**src/isa_pkg.sv**
```systemverilog
package isa_pkg;

    localparam int OP_W    = 6;
    localparam int FUNCT_W = 6;
    localparam int RT_W    = 5;

    // Primary opcode field, instr[31:26]
    typedef enum logic [OP_W-1:0] {
        OP_SPECIAL = 6'b000000, OP_REGIMM = 6'b000001,
        OP_J       = 6'b000010, OP_JAL    = 6'b000011,
        OP_BEQ     = 6'b000100, OP_BNE    = 6'b000101,
        OP_BLEZ    = 6'b000110, OP_BGTZ   = 6'b000111,
        OP_ADDI    = 6'b001000, OP_ADDIU  = 6'b001001,
        OP_SLTI    = 6'b001010, OP_SLTIU  = 6'b001011,
        OP_ANDI    = 6'b001100, OP_ORI    = 6'b001101,
        OP_XORI    = 6'b001110, OP_LUI    = 6'b001111,
        OP_LB      = 6'b100000, OP_LH     = 6'b100001,
        OP_LW      = 6'b100011, OP_LBU    = 6'b100100,
        OP_LHU     = 6'b100101, OP_SB     = 6'b101000,
        OP_SH      = 6'b101001, OP_SW     = 6'b101011
    } opcode_e;

    // Function field of SPECIAL, instr[5:0]
    typedef enum logic [FUNCT_W-1:0] {
        FN_SLL   = 6'b000000, FN_SRL   = 6'b000010, FN_SRA  = 6'b000011,
        FN_SLLV  = 6'b000100, FN_SRLV  = 6'b000110, FN_SRAV = 6'b000111,
        FN_JR    = 6'b001000, FN_JALR  = 6'b001001,
        FN_MFHI  = 6'b010000, FN_MTHI  = 6'b010001,
        FN_MFLO  = 6'b010010, FN_MTLO  = 6'b010011,
        FN_MULT  = 6'b011000, FN_MULTU = 6'b011001,
        FN_DIV   = 6'b011010, FN_DIVU  = 6'b011011,
        FN_ADD   = 6'b100000, FN_ADDU  = 6'b100001,
        FN_SUB   = 6'b100010, FN_SUBU  = 6'b100011,
        FN_AND   = 6'b100100, FN_OR    = 6'b100101,
        FN_XOR   = 6'b100110, FN_NOR   = 6'b100111,
        FN_SLT   = 6'b101010, FN_SLTU  = 6'b101011
    } funct_e;

    // rt field of REGIMM selects the branch
    typedef enum logic [RT_W-1:0] {
        RI_BLTZ   = 5'b00000,
        RI_BGEZ   = 5'b00001,
        RI_BLTZAL = 5'b10000,
        RI_BGEZAL = 5'b10001
    } regimm_e;

endpackage

```
**src/ctrl_pkg.sv**
```systemverilog
package ctrl_pkg;

    typedef enum logic [2:0] {
        ALU_ADD  = 3'b000,
        ALU_SUB  = 3'b001,
        ALU_SLT  = 3'b010,
        ALU_SLTU = 3'b011,
        ALU_AND  = 3'b100,
        ALU_NOR  = 3'b101,
        ALU_OR   = 3'b110,
        ALU_XOR  = 3'b111
    } alu_op_e;

    typedef enum logic [1:0] {
        SFT_LUI = 2'b00,
        SFT_SLL = 2'b01,
        SFT_SRA = 2'b10,
        SFT_SRL = 2'b11
    } shift_op_e;

    typedef enum logic [1:0] {
        OUT_ALU = 2'b00, OUT_SHIFT = 2'b01, OUT_HI = 2'b10, OUT_LO = 2'b11
    } out_sel_e;

    typedef enum logic [1:0] {
        DST_RT = 2'b00, DST_RD = 2'b01, DST_RA = 2'b10
    } reg_dst_e;

    typedef enum logic [2:0] {
        BR_EQ    = 3'b000, BR_NE  = 3'b001, BR_GEZ   = 3'b010, BR_GTZ   = 3'b011,
        BR_LEZ   = 3'b100, BR_LTZ = 3'b101, BR_GEZAL = 3'b110, BR_LTZAL = 3'b111
    } branch_cond_e;

    typedef enum logic [1:0] {
        JMP_J = 2'b00, JMP_JR = 2'b01, JMP_JAL = 2'b10, JMP_JALR = 2'b11
    } jump_kind_e;

    // HI/LO write source
    typedef enum logic [1:0] {
        HL_MUL = 2'b00, HL_DIV = 2'b01, HL_RS = 2'b10
    } hilo_sel_e;

    typedef enum logic [1:0] {
        SZ_BYTE = 2'b00, SZ_HALF = 2'b01, SZ_WORD = 2'b10
    } mem_size_e;

    // All zero is a bubble
    typedef struct packed {
        alu_op_e      alu_op;
        logic         alu_srcb_rt;
        shift_op_e    shift_op;
        logic         shift_amt_rs;      // Shift amount from rs, else shamt
        logic         shift_srca_imm;    // LUI shifts the immediate
        out_sel_e     out_sel;
        reg_dst_e     reg_dst;
        logic         reg_write;
        logic         link;
        logic         imm_sign;
        logic         is_branch;
        branch_cond_e branch_cond;
        logic         is_jump;
        jump_kind_e   jump_kind;
        logic         mul_sign;
        logic         div_en;
        logic         div_sign;
        hilo_sel_e    hi_sel;
        hilo_sel_e    lo_sel;
        logic         hi_wen;
        logic         lo_wen;
        logic         mem_req;
        logic         mem_write;
        mem_size_e    mem_size;
        logic         rdata_sign;
        logic         mem_to_reg;
        logic         reserved;
    } ctrl_word_t;

    localparam int CTRL_W = $bits(ctrl_word_t);

endpackage

```
**src/decode_unit.sv**
```systemverilog
`timescale 1ns/1ps

module decode_unit (
    input  logic [isa_pkg::OP_W-1:0]    op,
    input  logic [isa_pkg::FUNCT_W-1:0] funct,
    input  logic [isa_pkg::RT_W-1:0]    rt,
    input  logic                        rs_eq_rt,
    input  logic                        rs_gt_zero,
    input  logic                        rs_eq_zero,
    output ctrl_pkg::ctrl_word_t        ctrl,
    output logic                        branch_taken
);

    logic cond_met;

    // R-type takes rt as operand B and writes rd; I-type writes rt
    function automatic ctrl_pkg::ctrl_word_t alu_word(input ctrl_pkg::alu_op_e alu_op,
                                                      input logic rtype,
                                                      input logic sign);
        ctrl_pkg::ctrl_word_t w;
        w = '0;
        w.alu_op = alu_op;
        w.alu_srcb_rt = rtype;
        w.reg_write = 1'b1;
        w.reg_dst = rtype ? ctrl_pkg::DST_RD : ctrl_pkg::DST_RT;
        w.imm_sign = sign;
        return w;
    endfunction

    function automatic ctrl_pkg::ctrl_word_t shift_word(input ctrl_pkg::shift_op_e shift_op,
                                                        input logic by_rs);
        ctrl_pkg::ctrl_word_t w;
        w = '0;
        w.shift_op = shift_op;
        w.shift_amt_rs = by_rs;
        w.out_sel = ctrl_pkg::OUT_SHIFT;
        w.reg_write = 1'b1;
        w.reg_dst = ctrl_pkg::DST_RD;
        return w;
    endfunction

    function automatic ctrl_pkg::ctrl_word_t mem_word(input ctrl_pkg::mem_size_e size,
                                                      input logic write,
                                                      input logic sign);
        ctrl_pkg::ctrl_word_t w;
        w = '0;
        w.mem_req = 1'b1;
        w.mem_write = write;
        w.mem_size = size;
        w.imm_sign = 1'b1;                  // Address offset is sign extended
        w.reg_write = !write;
        w.mem_to_reg = !write;
        w.rdata_sign = sign;
        return w;
    endfunction

    function automatic ctrl_pkg::ctrl_word_t branch_word(input ctrl_pkg::branch_cond_e cond,
                                                         input logic link);
        ctrl_pkg::ctrl_word_t w;
        w = '0;
        w.is_branch = 1'b1;
        w.branch_cond = cond;
        w.link = link;
        w.reg_write = link;
        w.reg_dst = link ? ctrl_pkg::DST_RA : ctrl_pkg::DST_RT;
        return w;
    endfunction

    function automatic ctrl_pkg::ctrl_word_t jump_word(input ctrl_pkg::jump_kind_e kind);
        ctrl_pkg::ctrl_word_t w;
        w = '0;
        w.is_jump = 1'b1;
        w.jump_kind = kind;
        w.link = (kind == ctrl_pkg::JMP_JAL) || (kind == ctrl_pkg::JMP_JALR);
        w.reg_write = w.link;
        w.reg_dst = (kind == ctrl_pkg::JMP_JAL) ? ctrl_pkg::DST_RA : ctrl_pkg::DST_RD;
        return w;
    endfunction

    always_comb
    begin
        ctrl = '0;
        case (op)
            isa_pkg::OP_SPECIAL:
            begin
                case (funct)
                    isa_pkg::FN_ADD, isa_pkg::FN_ADDU: ctrl = alu_word(ctrl_pkg::ALU_ADD, 1'b1, 1'b0);
                    isa_pkg::FN_SUB, isa_pkg::FN_SUBU: ctrl = alu_word(ctrl_pkg::ALU_SUB, 1'b1, 1'b0);
                    isa_pkg::FN_SLT:  ctrl = alu_word(ctrl_pkg::ALU_SLT, 1'b1, 1'b0);
                    isa_pkg::FN_SLTU: ctrl = alu_word(ctrl_pkg::ALU_SLTU, 1'b1, 1'b0);
                    isa_pkg::FN_AND:  ctrl = alu_word(ctrl_pkg::ALU_AND, 1'b1, 1'b0);
                    isa_pkg::FN_OR:   ctrl = alu_word(ctrl_pkg::ALU_OR, 1'b1, 1'b0);
                    isa_pkg::FN_XOR:  ctrl = alu_word(ctrl_pkg::ALU_XOR, 1'b1, 1'b0);
                    isa_pkg::FN_NOR:  ctrl = alu_word(ctrl_pkg::ALU_NOR, 1'b1, 1'b0);
                    isa_pkg::FN_SLL:  ctrl = shift_word(ctrl_pkg::SFT_SLL, 1'b0);
                    isa_pkg::FN_SRL:  ctrl = shift_word(ctrl_pkg::SFT_SRL, 1'b0);
                    isa_pkg::FN_SRA:  ctrl = shift_word(ctrl_pkg::SFT_SRA, 1'b0);
                    isa_pkg::FN_SLLV: ctrl = shift_word(ctrl_pkg::SFT_SLL, 1'b1);
                    isa_pkg::FN_SRLV: ctrl = shift_word(ctrl_pkg::SFT_SRL, 1'b1);
                    isa_pkg::FN_SRAV: ctrl = shift_word(ctrl_pkg::SFT_SRA, 1'b1);
                    isa_pkg::FN_JR:   ctrl = jump_word(ctrl_pkg::JMP_JR);
                    isa_pkg::FN_JALR: ctrl = jump_word(ctrl_pkg::JMP_JALR);
                    isa_pkg::FN_MFHI, isa_pkg::FN_MFLO:
                    begin
                        ctrl.out_sel = (funct == isa_pkg::FN_MFHI) ? ctrl_pkg::OUT_HI
                                                                    : ctrl_pkg::OUT_LO;
                        ctrl.reg_write = 1'b1;
                        ctrl.reg_dst = ctrl_pkg::DST_RD;
                    end
                    isa_pkg::FN_MTHI:
                    begin
                        ctrl.hi_sel = ctrl_pkg::HL_RS;
                        ctrl.hi_wen = 1'b1;
                    end
                    isa_pkg::FN_MTLO:
                    begin
                        ctrl.lo_sel = ctrl_pkg::HL_RS;
                        ctrl.lo_wen = 1'b1;
                    end
                    isa_pkg::FN_MULT, isa_pkg::FN_MULTU:
                    begin
                        ctrl.mul_sign = (funct == isa_pkg::FN_MULT);
                        ctrl.hi_sel = ctrl_pkg::HL_MUL;
                        ctrl.lo_sel = ctrl_pkg::HL_MUL;
                        ctrl.hi_wen = 1'b1;
                        ctrl.lo_wen = 1'b1;
                    end
                    isa_pkg::FN_DIV, isa_pkg::FN_DIVU:
                    begin
                        ctrl.div_en = 1'b1;
                        ctrl.div_sign = (funct == isa_pkg::FN_DIV);
                        ctrl.hi_sel = ctrl_pkg::HL_DIV;    // Remainder
                        ctrl.lo_sel = ctrl_pkg::HL_DIV;    // Quotient
                        ctrl.hi_wen = 1'b1;
                        ctrl.lo_wen = 1'b1;
                    end
                    default: ctrl.reserved = 1'b1;         // BREAK and SYSCALL land here
                endcase
            end
            isa_pkg::OP_REGIMM:
            begin
                case (rt)
                    isa_pkg::RI_BLTZ:   ctrl = branch_word(ctrl_pkg::BR_LTZ, 1'b0);
                    isa_pkg::RI_BGEZ:   ctrl = branch_word(ctrl_pkg::BR_GEZ, 1'b0);
                    isa_pkg::RI_BLTZAL: ctrl = branch_word(ctrl_pkg::BR_LTZAL, 1'b1);
                    isa_pkg::RI_BGEZAL: ctrl = branch_word(ctrl_pkg::BR_GEZAL, 1'b1);
                    default:            ctrl.reserved = 1'b1;
                endcase
            end
            isa_pkg::OP_BEQ:   ctrl = branch_word(ctrl_pkg::BR_EQ, 1'b0);
            isa_pkg::OP_BNE:   ctrl = branch_word(ctrl_pkg::BR_NE, 1'b0);
            isa_pkg::OP_BLEZ:  ctrl = branch_word(ctrl_pkg::BR_LEZ, 1'b0);
            isa_pkg::OP_BGTZ:  ctrl = branch_word(ctrl_pkg::BR_GTZ, 1'b0);
            isa_pkg::OP_J:     ctrl = jump_word(ctrl_pkg::JMP_J);
            isa_pkg::OP_JAL:   ctrl = jump_word(ctrl_pkg::JMP_JAL);
            isa_pkg::OP_ADDI, isa_pkg::OP_ADDIU: ctrl = alu_word(ctrl_pkg::ALU_ADD, 1'b0, 1'b1);
            isa_pkg::OP_SLTI:  ctrl = alu_word(ctrl_pkg::ALU_SLT, 1'b0, 1'b1);
            isa_pkg::OP_SLTIU: ctrl = alu_word(ctrl_pkg::ALU_SLTU, 1'b0, 1'b1);
            isa_pkg::OP_ANDI:  ctrl = alu_word(ctrl_pkg::ALU_AND, 1'b0, 1'b0);
            isa_pkg::OP_ORI:   ctrl = alu_word(ctrl_pkg::ALU_OR, 1'b0, 1'b0);
            isa_pkg::OP_XORI:  ctrl = alu_word(ctrl_pkg::ALU_XOR, 1'b0, 1'b0);
            isa_pkg::OP_LUI:
            begin
                ctrl.shift_op = ctrl_pkg::SFT_LUI;
                ctrl.shift_srca_imm = 1'b1;
                ctrl.out_sel = ctrl_pkg::OUT_SHIFT;
                ctrl.reg_write = 1'b1;
                ctrl.reg_dst = ctrl_pkg::DST_RT;
            end
            isa_pkg::OP_LB:    ctrl = mem_word(ctrl_pkg::SZ_BYTE, 1'b0, 1'b1);
            isa_pkg::OP_LH:    ctrl = mem_word(ctrl_pkg::SZ_HALF, 1'b0, 1'b1);
            isa_pkg::OP_LW:    ctrl = mem_word(ctrl_pkg::SZ_WORD, 1'b0, 1'b1);
            isa_pkg::OP_LBU:   ctrl = mem_word(ctrl_pkg::SZ_BYTE, 1'b0, 1'b0);
            isa_pkg::OP_LHU:   ctrl = mem_word(ctrl_pkg::SZ_HALF, 1'b0, 1'b0);
            isa_pkg::OP_SB:    ctrl = mem_word(ctrl_pkg::SZ_BYTE, 1'b1, 1'b0);
            isa_pkg::OP_SH:    ctrl = mem_word(ctrl_pkg::SZ_HALF, 1'b1, 1'b0);
            isa_pkg::OP_SW:    ctrl = mem_word(ctrl_pkg::SZ_WORD, 1'b1, 1'b0);
            default:           ctrl.reserved = 1'b1;   // COP0 included
        endcase
    end

    // rs compared against zero for the REGIMM and BLEZ/BGTZ forms
    always_comb
    begin
        cond_met = 1'b0;
        case (ctrl.branch_cond)
            ctrl_pkg::BR_EQ:                    cond_met = rs_eq_rt;
            ctrl_pkg::BR_NE:                    cond_met = !rs_eq_rt;
            ctrl_pkg::BR_GEZ, ctrl_pkg::BR_GEZAL: cond_met = rs_gt_zero || rs_eq_zero;
            ctrl_pkg::BR_GTZ:                   cond_met = rs_gt_zero;
            ctrl_pkg::BR_LEZ:                   cond_met = !rs_gt_zero;
            ctrl_pkg::BR_LTZ, ctrl_pkg::BR_LTZAL: cond_met = !rs_gt_zero && !rs_eq_zero;
            default:                            cond_met = 1'b0;
        endcase
    end

    assign branch_taken = ctrl.is_branch && cond_met;

endmodule

```
**src/ctrl_pipeline.sv**
```systemverilog
`timescale 1ns/1ps

module ctrl_pipeline (
    input  logic                 clk,
    input  logic                 arst_n,
    input  ctrl_pkg::ctrl_word_t d_ctrl,
    input  logic                 stall_e,
    input  logic                 stall_m,
    input  logic                 stall_w,
    input  logic                 flush_e,
    input  logic                 flush_m,
    input  logic                 flush_w,
    output ctrl_pkg::ctrl_word_t e_ctrl,
    output ctrl_pkg::ctrl_word_t m_ctrl,
    output ctrl_pkg::ctrl_word_t w_ctrl
);

    // Execute stage
    always_ff @(posedge clk or negedge arst_n)
    begin
        if (!arst_n)
            e_ctrl <= '0;
        else if (flush_e)
            e_ctrl <= '0;        // Flush beats stall
        else if (!stall_e)
            e_ctrl <= d_ctrl;
    end

    // Memory stage
    always_ff @(posedge clk or negedge arst_n)
    begin
        if (!arst_n)
            m_ctrl <= '0;
        else if (flush_m)
            m_ctrl <= '0;
        else if (!stall_m)
            m_ctrl <= e_ctrl;    // Copies a held E word again
    end

    // Writeback stage
    always_ff @(posedge clk or negedge arst_n)
    begin
        if (!arst_n)
            w_ctrl <= '0;
        else if (flush_w)
            w_ctrl <= '0;
        else if (!stall_w)
            w_ctrl <= m_ctrl;
    end

endmodule

```
**src/pipeline_controller.sv**
```systemverilog
`timescale 1ns/1ps

module pipeline_controller (
    input  logic                        clk,
    input  logic                        arst_n,
    input  logic [isa_pkg::OP_W-1:0]    op,
    input  logic [isa_pkg::FUNCT_W-1:0] funct,
    input  logic [isa_pkg::RT_W-1:0]    rt,
    input  logic                        rs_eq_rt,
    input  logic                        rs_gt_zero,
    input  logic                        rs_eq_zero,
    input  logic                        stall_e,
    input  logic                        stall_m,
    input  logic                        stall_w,
    input  logic                        flush_e,
    input  logic                        flush_m,
    input  logic                        flush_w,
    output ctrl_pkg::ctrl_word_t        d_ctrl,
    output ctrl_pkg::ctrl_word_t        e_ctrl,
    output ctrl_pkg::ctrl_word_t        m_ctrl,
    output ctrl_pkg::ctrl_word_t        w_ctrl,
    output logic                        branch_taken
);

    decode_unit u_decode (
        .op           (op),
        .funct        (funct),
        .rt           (rt),
        .rs_eq_rt     (rs_eq_rt),
        .rs_gt_zero   (rs_gt_zero),
        .rs_eq_zero   (rs_eq_zero),
        .ctrl         (d_ctrl),
        .branch_taken (branch_taken)     // Resolved in decode
    );

    ctrl_pipeline u_pipe (
        .clk     (clk),
        .arst_n  (arst_n),
        .d_ctrl  (d_ctrl),
        .stall_e (stall_e),
        .stall_m (stall_m),
        .stall_w (stall_w),
        .flush_e (flush_e),
        .flush_m (flush_m),
        .flush_w (flush_w),
        .e_ctrl  (e_ctrl),
        .m_ctrl  (m_ctrl),
        .w_ctrl  (w_ctrl)
    );

endmodule

```
**config.mk**
```make
export PLATFORM = sky130hd
export DESIGN_NAME = pipeline_controller
export DESIGN_NICKNAME = d
export VERILOG_FILES = /design/src/isa_pkg.sv /design/src/ctrl_pkg.sv /design/src/decode_unit.sv /design/src/ctrl_pipeline.sv /design/src/pipeline_controller.sv
export SDC_FILE = /design/constraint.sdc
export NUM_CORES = 1
export LEC_CHECK = 0
export BUFFER_PORTS_ARGS = -buffer_cell sky130_fd_sc_hd__buf_2
export CAP_MARGIN = 10
export CORE_AREA = 2 2 123 125
export CTS_BUF_LIST = sky130_fd_sc_hd__clkbuf_8
export DETAILED_ROUTE_END_ITERATION = 12
export DIE_AREA = 0 0 125 127
export PLACE_DENSITY = 0.67
export SKIP_CTS_REPAIR_TIMING = 1
export SLEW_MARGIN = 20
export SYNTH_ARGS = -nofsm -noshare
export SYNTH_HDL_FRONTEND = slang
export SYNTH_SLANG_ARGS = --single-unit
export TNS_END_PERCENT = 30
```
**constraint.sdc**
```tcl
create_clock -name clk -period 2.6 [get_ports clk]
set_input_delay 0.26 -clock clk [delete_from_list [all_inputs] [get_ports clk]]
set_output_delay 0.26 -clock clk [all_outputs]
set_load 0.005 [all_outputs]
```
==> qor.yml <==
setup_path:
  critical_path_required_ns: 2.34
  r2r_cells: 2
  timing.rr.end: "u_pipe.e_ctrl[26]"
  cp_slowest_stage_delay_ns: 0.72
  cp.buffers_inverters: 2
  startpoint: "op[4]"
  ff2ff_setup_slack_ns: 1.76
  crit_slowest_cell: "or4_1"
  crit_type: "input pin to output port"
  endpoint_kind: "output port"
  worstPathArrival_ns: 2.25
  reg2reg_from: "u_pipe.e_ctrl[26]"
  cp-start-kind: "input pin"
  path_common_cell: "buf_2"
  crit_family: "simple AND/OR/NAND/NOR gates"
  cp_cell_sequence: "buf_2 > or4_1 > or3_1 > nor3_1 > buf_2"
  path_max_fanout: 11
synthesis:
  syn_area_um2: 5400
  synth_seq_cells: 114
  avgSynthCellArea_um2: 9.95
  synth_largest_area_cell: "dfrtp_1"
  synth_mux_area_share_pct: 15.2
  async_flop_share_pct: 100
  syn-instance-count: 543
  synth-edff-count: 0
  synth_warnings: 0
  ys.flop_type: "dfrtp_1"
  yosys.area_share.simple_pct: 18.2
  synth_area_leaders: "dfrtp_1 53%, mux2i_1 15%, nor2_1 7.7%, nand2_1 3.1%, clkbuf_1 2.6%"
  synth_top_cell_area_share_pct: 52.8
  synth_xor_area_share_pct: 0.162
  synth_seq_area_share_pct: 52.8
  synth_top_family_by_area: "simple AND/OR/NAND/NOR gates"
  synth_cell_type_count: 53
  synth_fa_ha_area_share_pct: 0
  synth_compound_area_share_pct: 9.45
  syn_nets: 571
grt:
  grt_pass1_wl_um: 25200
  grt_pass1_vias: 4491
  grt_antenna_before_repair: 0
  grt_usage_pct: 20.1
  grt_max_degree: 46
  overflow: 0
layout:
  n_fill_cell: 1422
  final_layout_size_suffix_gt1_share_pct: 33.7
  final_core_util_pct: 48.1
  area.growth.synth_to_final_pct: 28.4
  final_nets: 746
  final_common_cell: "buf_2"
  final_cell_mix: "179 x buf_2, 114 x dfrtp_1, 111 x nor2_1, 82 x mux2i_1, 44 x nand2_1"
  n_antenna_cell: 0
die:
  num_rows: 44
  core-area_um2: 14400
  die_w_um: 125
  fp.dieH_um: 127
  ios: 181
  die_area_um2: 15900
  start_util_pct: 37.4
detailed_routing:
  routed_wl_um: 15800
  drc: 0
  route.vias.total: 4693
  drt_first_pass_iters: 5
  post_drt_wl_per_cell_um: 17.3
  drt-initial-drc-count: 235
  vias_per_cell: 5.13
  ant_nets: 0
sta:
  setup_viol: 0
  finalMaxSlewViolations: 0
  rsz0062_at_grt: "no"
  layout_min_cycle_time_ns: 2.51
  holdWs_ns: 0.189
  timing.setup.tns_ns: 0
  relSlewSlack_pct: 49.8
  fin_skew_ns: 0.00761
  finalHoldViolations: 0
  finalWorstSetupSlack_ns: 0.0907
  worst-slew-pin-transition_ns: 0.753
  post-route-period-util_pct: 96.5
  fmax_mhz: 399
clock_network:
  h-tree-depth: 4
  cts_tree: "done"
  clock_sinks: 114
  cts_buffers: 17
  cts_root_buffer: "clkbuf_8"
  clkLatencyLatePin_ns: 0.44
  cts_buffer_depth: 2
  path_clk_slew_ns: 0.07
placed_design:
  finalWeightedCongestion: 0.963
  portBuffers: 180
  post-dp-hpwl_um: 11800
  place_ws_ns: 0.117
pwr:
  peakVddDrop_mv: 0.301
  power_leakage_nw: 3.86
  power.density_nw_per_um2: 552
hold_path:
  holdCritStartpoint: "stall_e"
  hold_path.class: "input pin to flip-flop"
  min_path_cells: 3
  hold_path_end: "u_pipe.e_ctrl[17]"
status:
  outcome: "finished, final reports clean"
job:
  cap_violations: 0
power breakdown:
group,switching [mW],internal (mW),leakage (nW)
clock,0.811,0.878,0.198
combinational,0.220,0.114,2.08
sequential,0.0162,1.79,1.58
sequential cells by signal, indices dropped and copies added, names as in the netlist:
name           flops
u_pipe.e_ctrl     38
u_pipe.m_ctrl     38
u_pipe.w_ctrl     38
worst reg2reg max path, delay by kind of cell (launching register included):
| family | cells | cell delay [ns] |
|---|---|---|
| compound gates | 1 | 0.23 |
| simple gates | 1 | 0.07 |
| flops | 1 | 0.45 |
cells by family after synthesis:
kind of cell	after synthesis
multiplexers	82
AO/OA/AOI/OAI	73
buffers and inverters	56
AND/OR/NAND/NOR	217
XOR/XNOR	1
flip-flops	114
synthesized netlist by cell type, types with 3 or more instances:
cell	count
nor2_1	111
a31oi_1	4
a311oi_1	3
o211ai_1	4
nor3_1	10
o21a_1	4
mux2i_1	82
and3_1	8
clkbuf_1	37
nand2_1	44
and2_1	3
nand2b_1	11
buf_1	3
o21ai_0	6
nor4_1	7
inv_1	12
or2_2	3
dfrtp_1	114
a21oi_1	27
or3_1	5
a22oi_1	3
per-layer routing:
| metal | track usage, % | part of all wire, % | up-vias |
|---|---|---|---|
| met3 | 4.86 | 5.1 | 11 |
| li1 | - | - | 2223 |
| met2 | 30.9 | 48 | 145 |
| met4 | 6.27 | 1.2 | 0 |
| met5 | 0 | 0 | - |
| met1 | 28.1 | 46 | 2314 |
how the worst max path moves through the flow:
| stage | depth (start not counted) | to |
|---|---|---|
| after CTS | 7 | branch_taken |
| after floorplan | 5 | branch_taken |
| final | 5 | d_ctrl[15] |
| after global routing | 7 | branch_taken |
| after detailed placement | 7 | branch_taken |
| after global placement | 5 | d_ctrl[15] |
layout make-up:
cell class / count / area [um^2] / area share (%)
Clock buffer: 17 / 234 / 3.37
Multi-Input combinational cell: 373 / 2330 / 33.6
Inverter: 13 / 50.0 / 0.722
Clock inverter: 15 / 175 / 2.53
Tap cell: 184 / 230 / 3.32
Timing Repair Buffer: 199 / 1060 / 15.3
Sequential cell: 114 / 2850 / 41.1
through the flow:
stage | total power, mW | std cells | instance area [um^2]
3_3_place_gp | 2.16 | 882 | 6510
4_1_cts | 3.88 | 914 | 6920
6_report | 3.83 | 915 | 6930
5_1_grt | 4.00 | 915 | 6930
3_5_place_dp | 2.17 | 882 | 6510
2_1_floorplan | 2.03 | 543 | 5400
(Power assumes the default switching activity.)
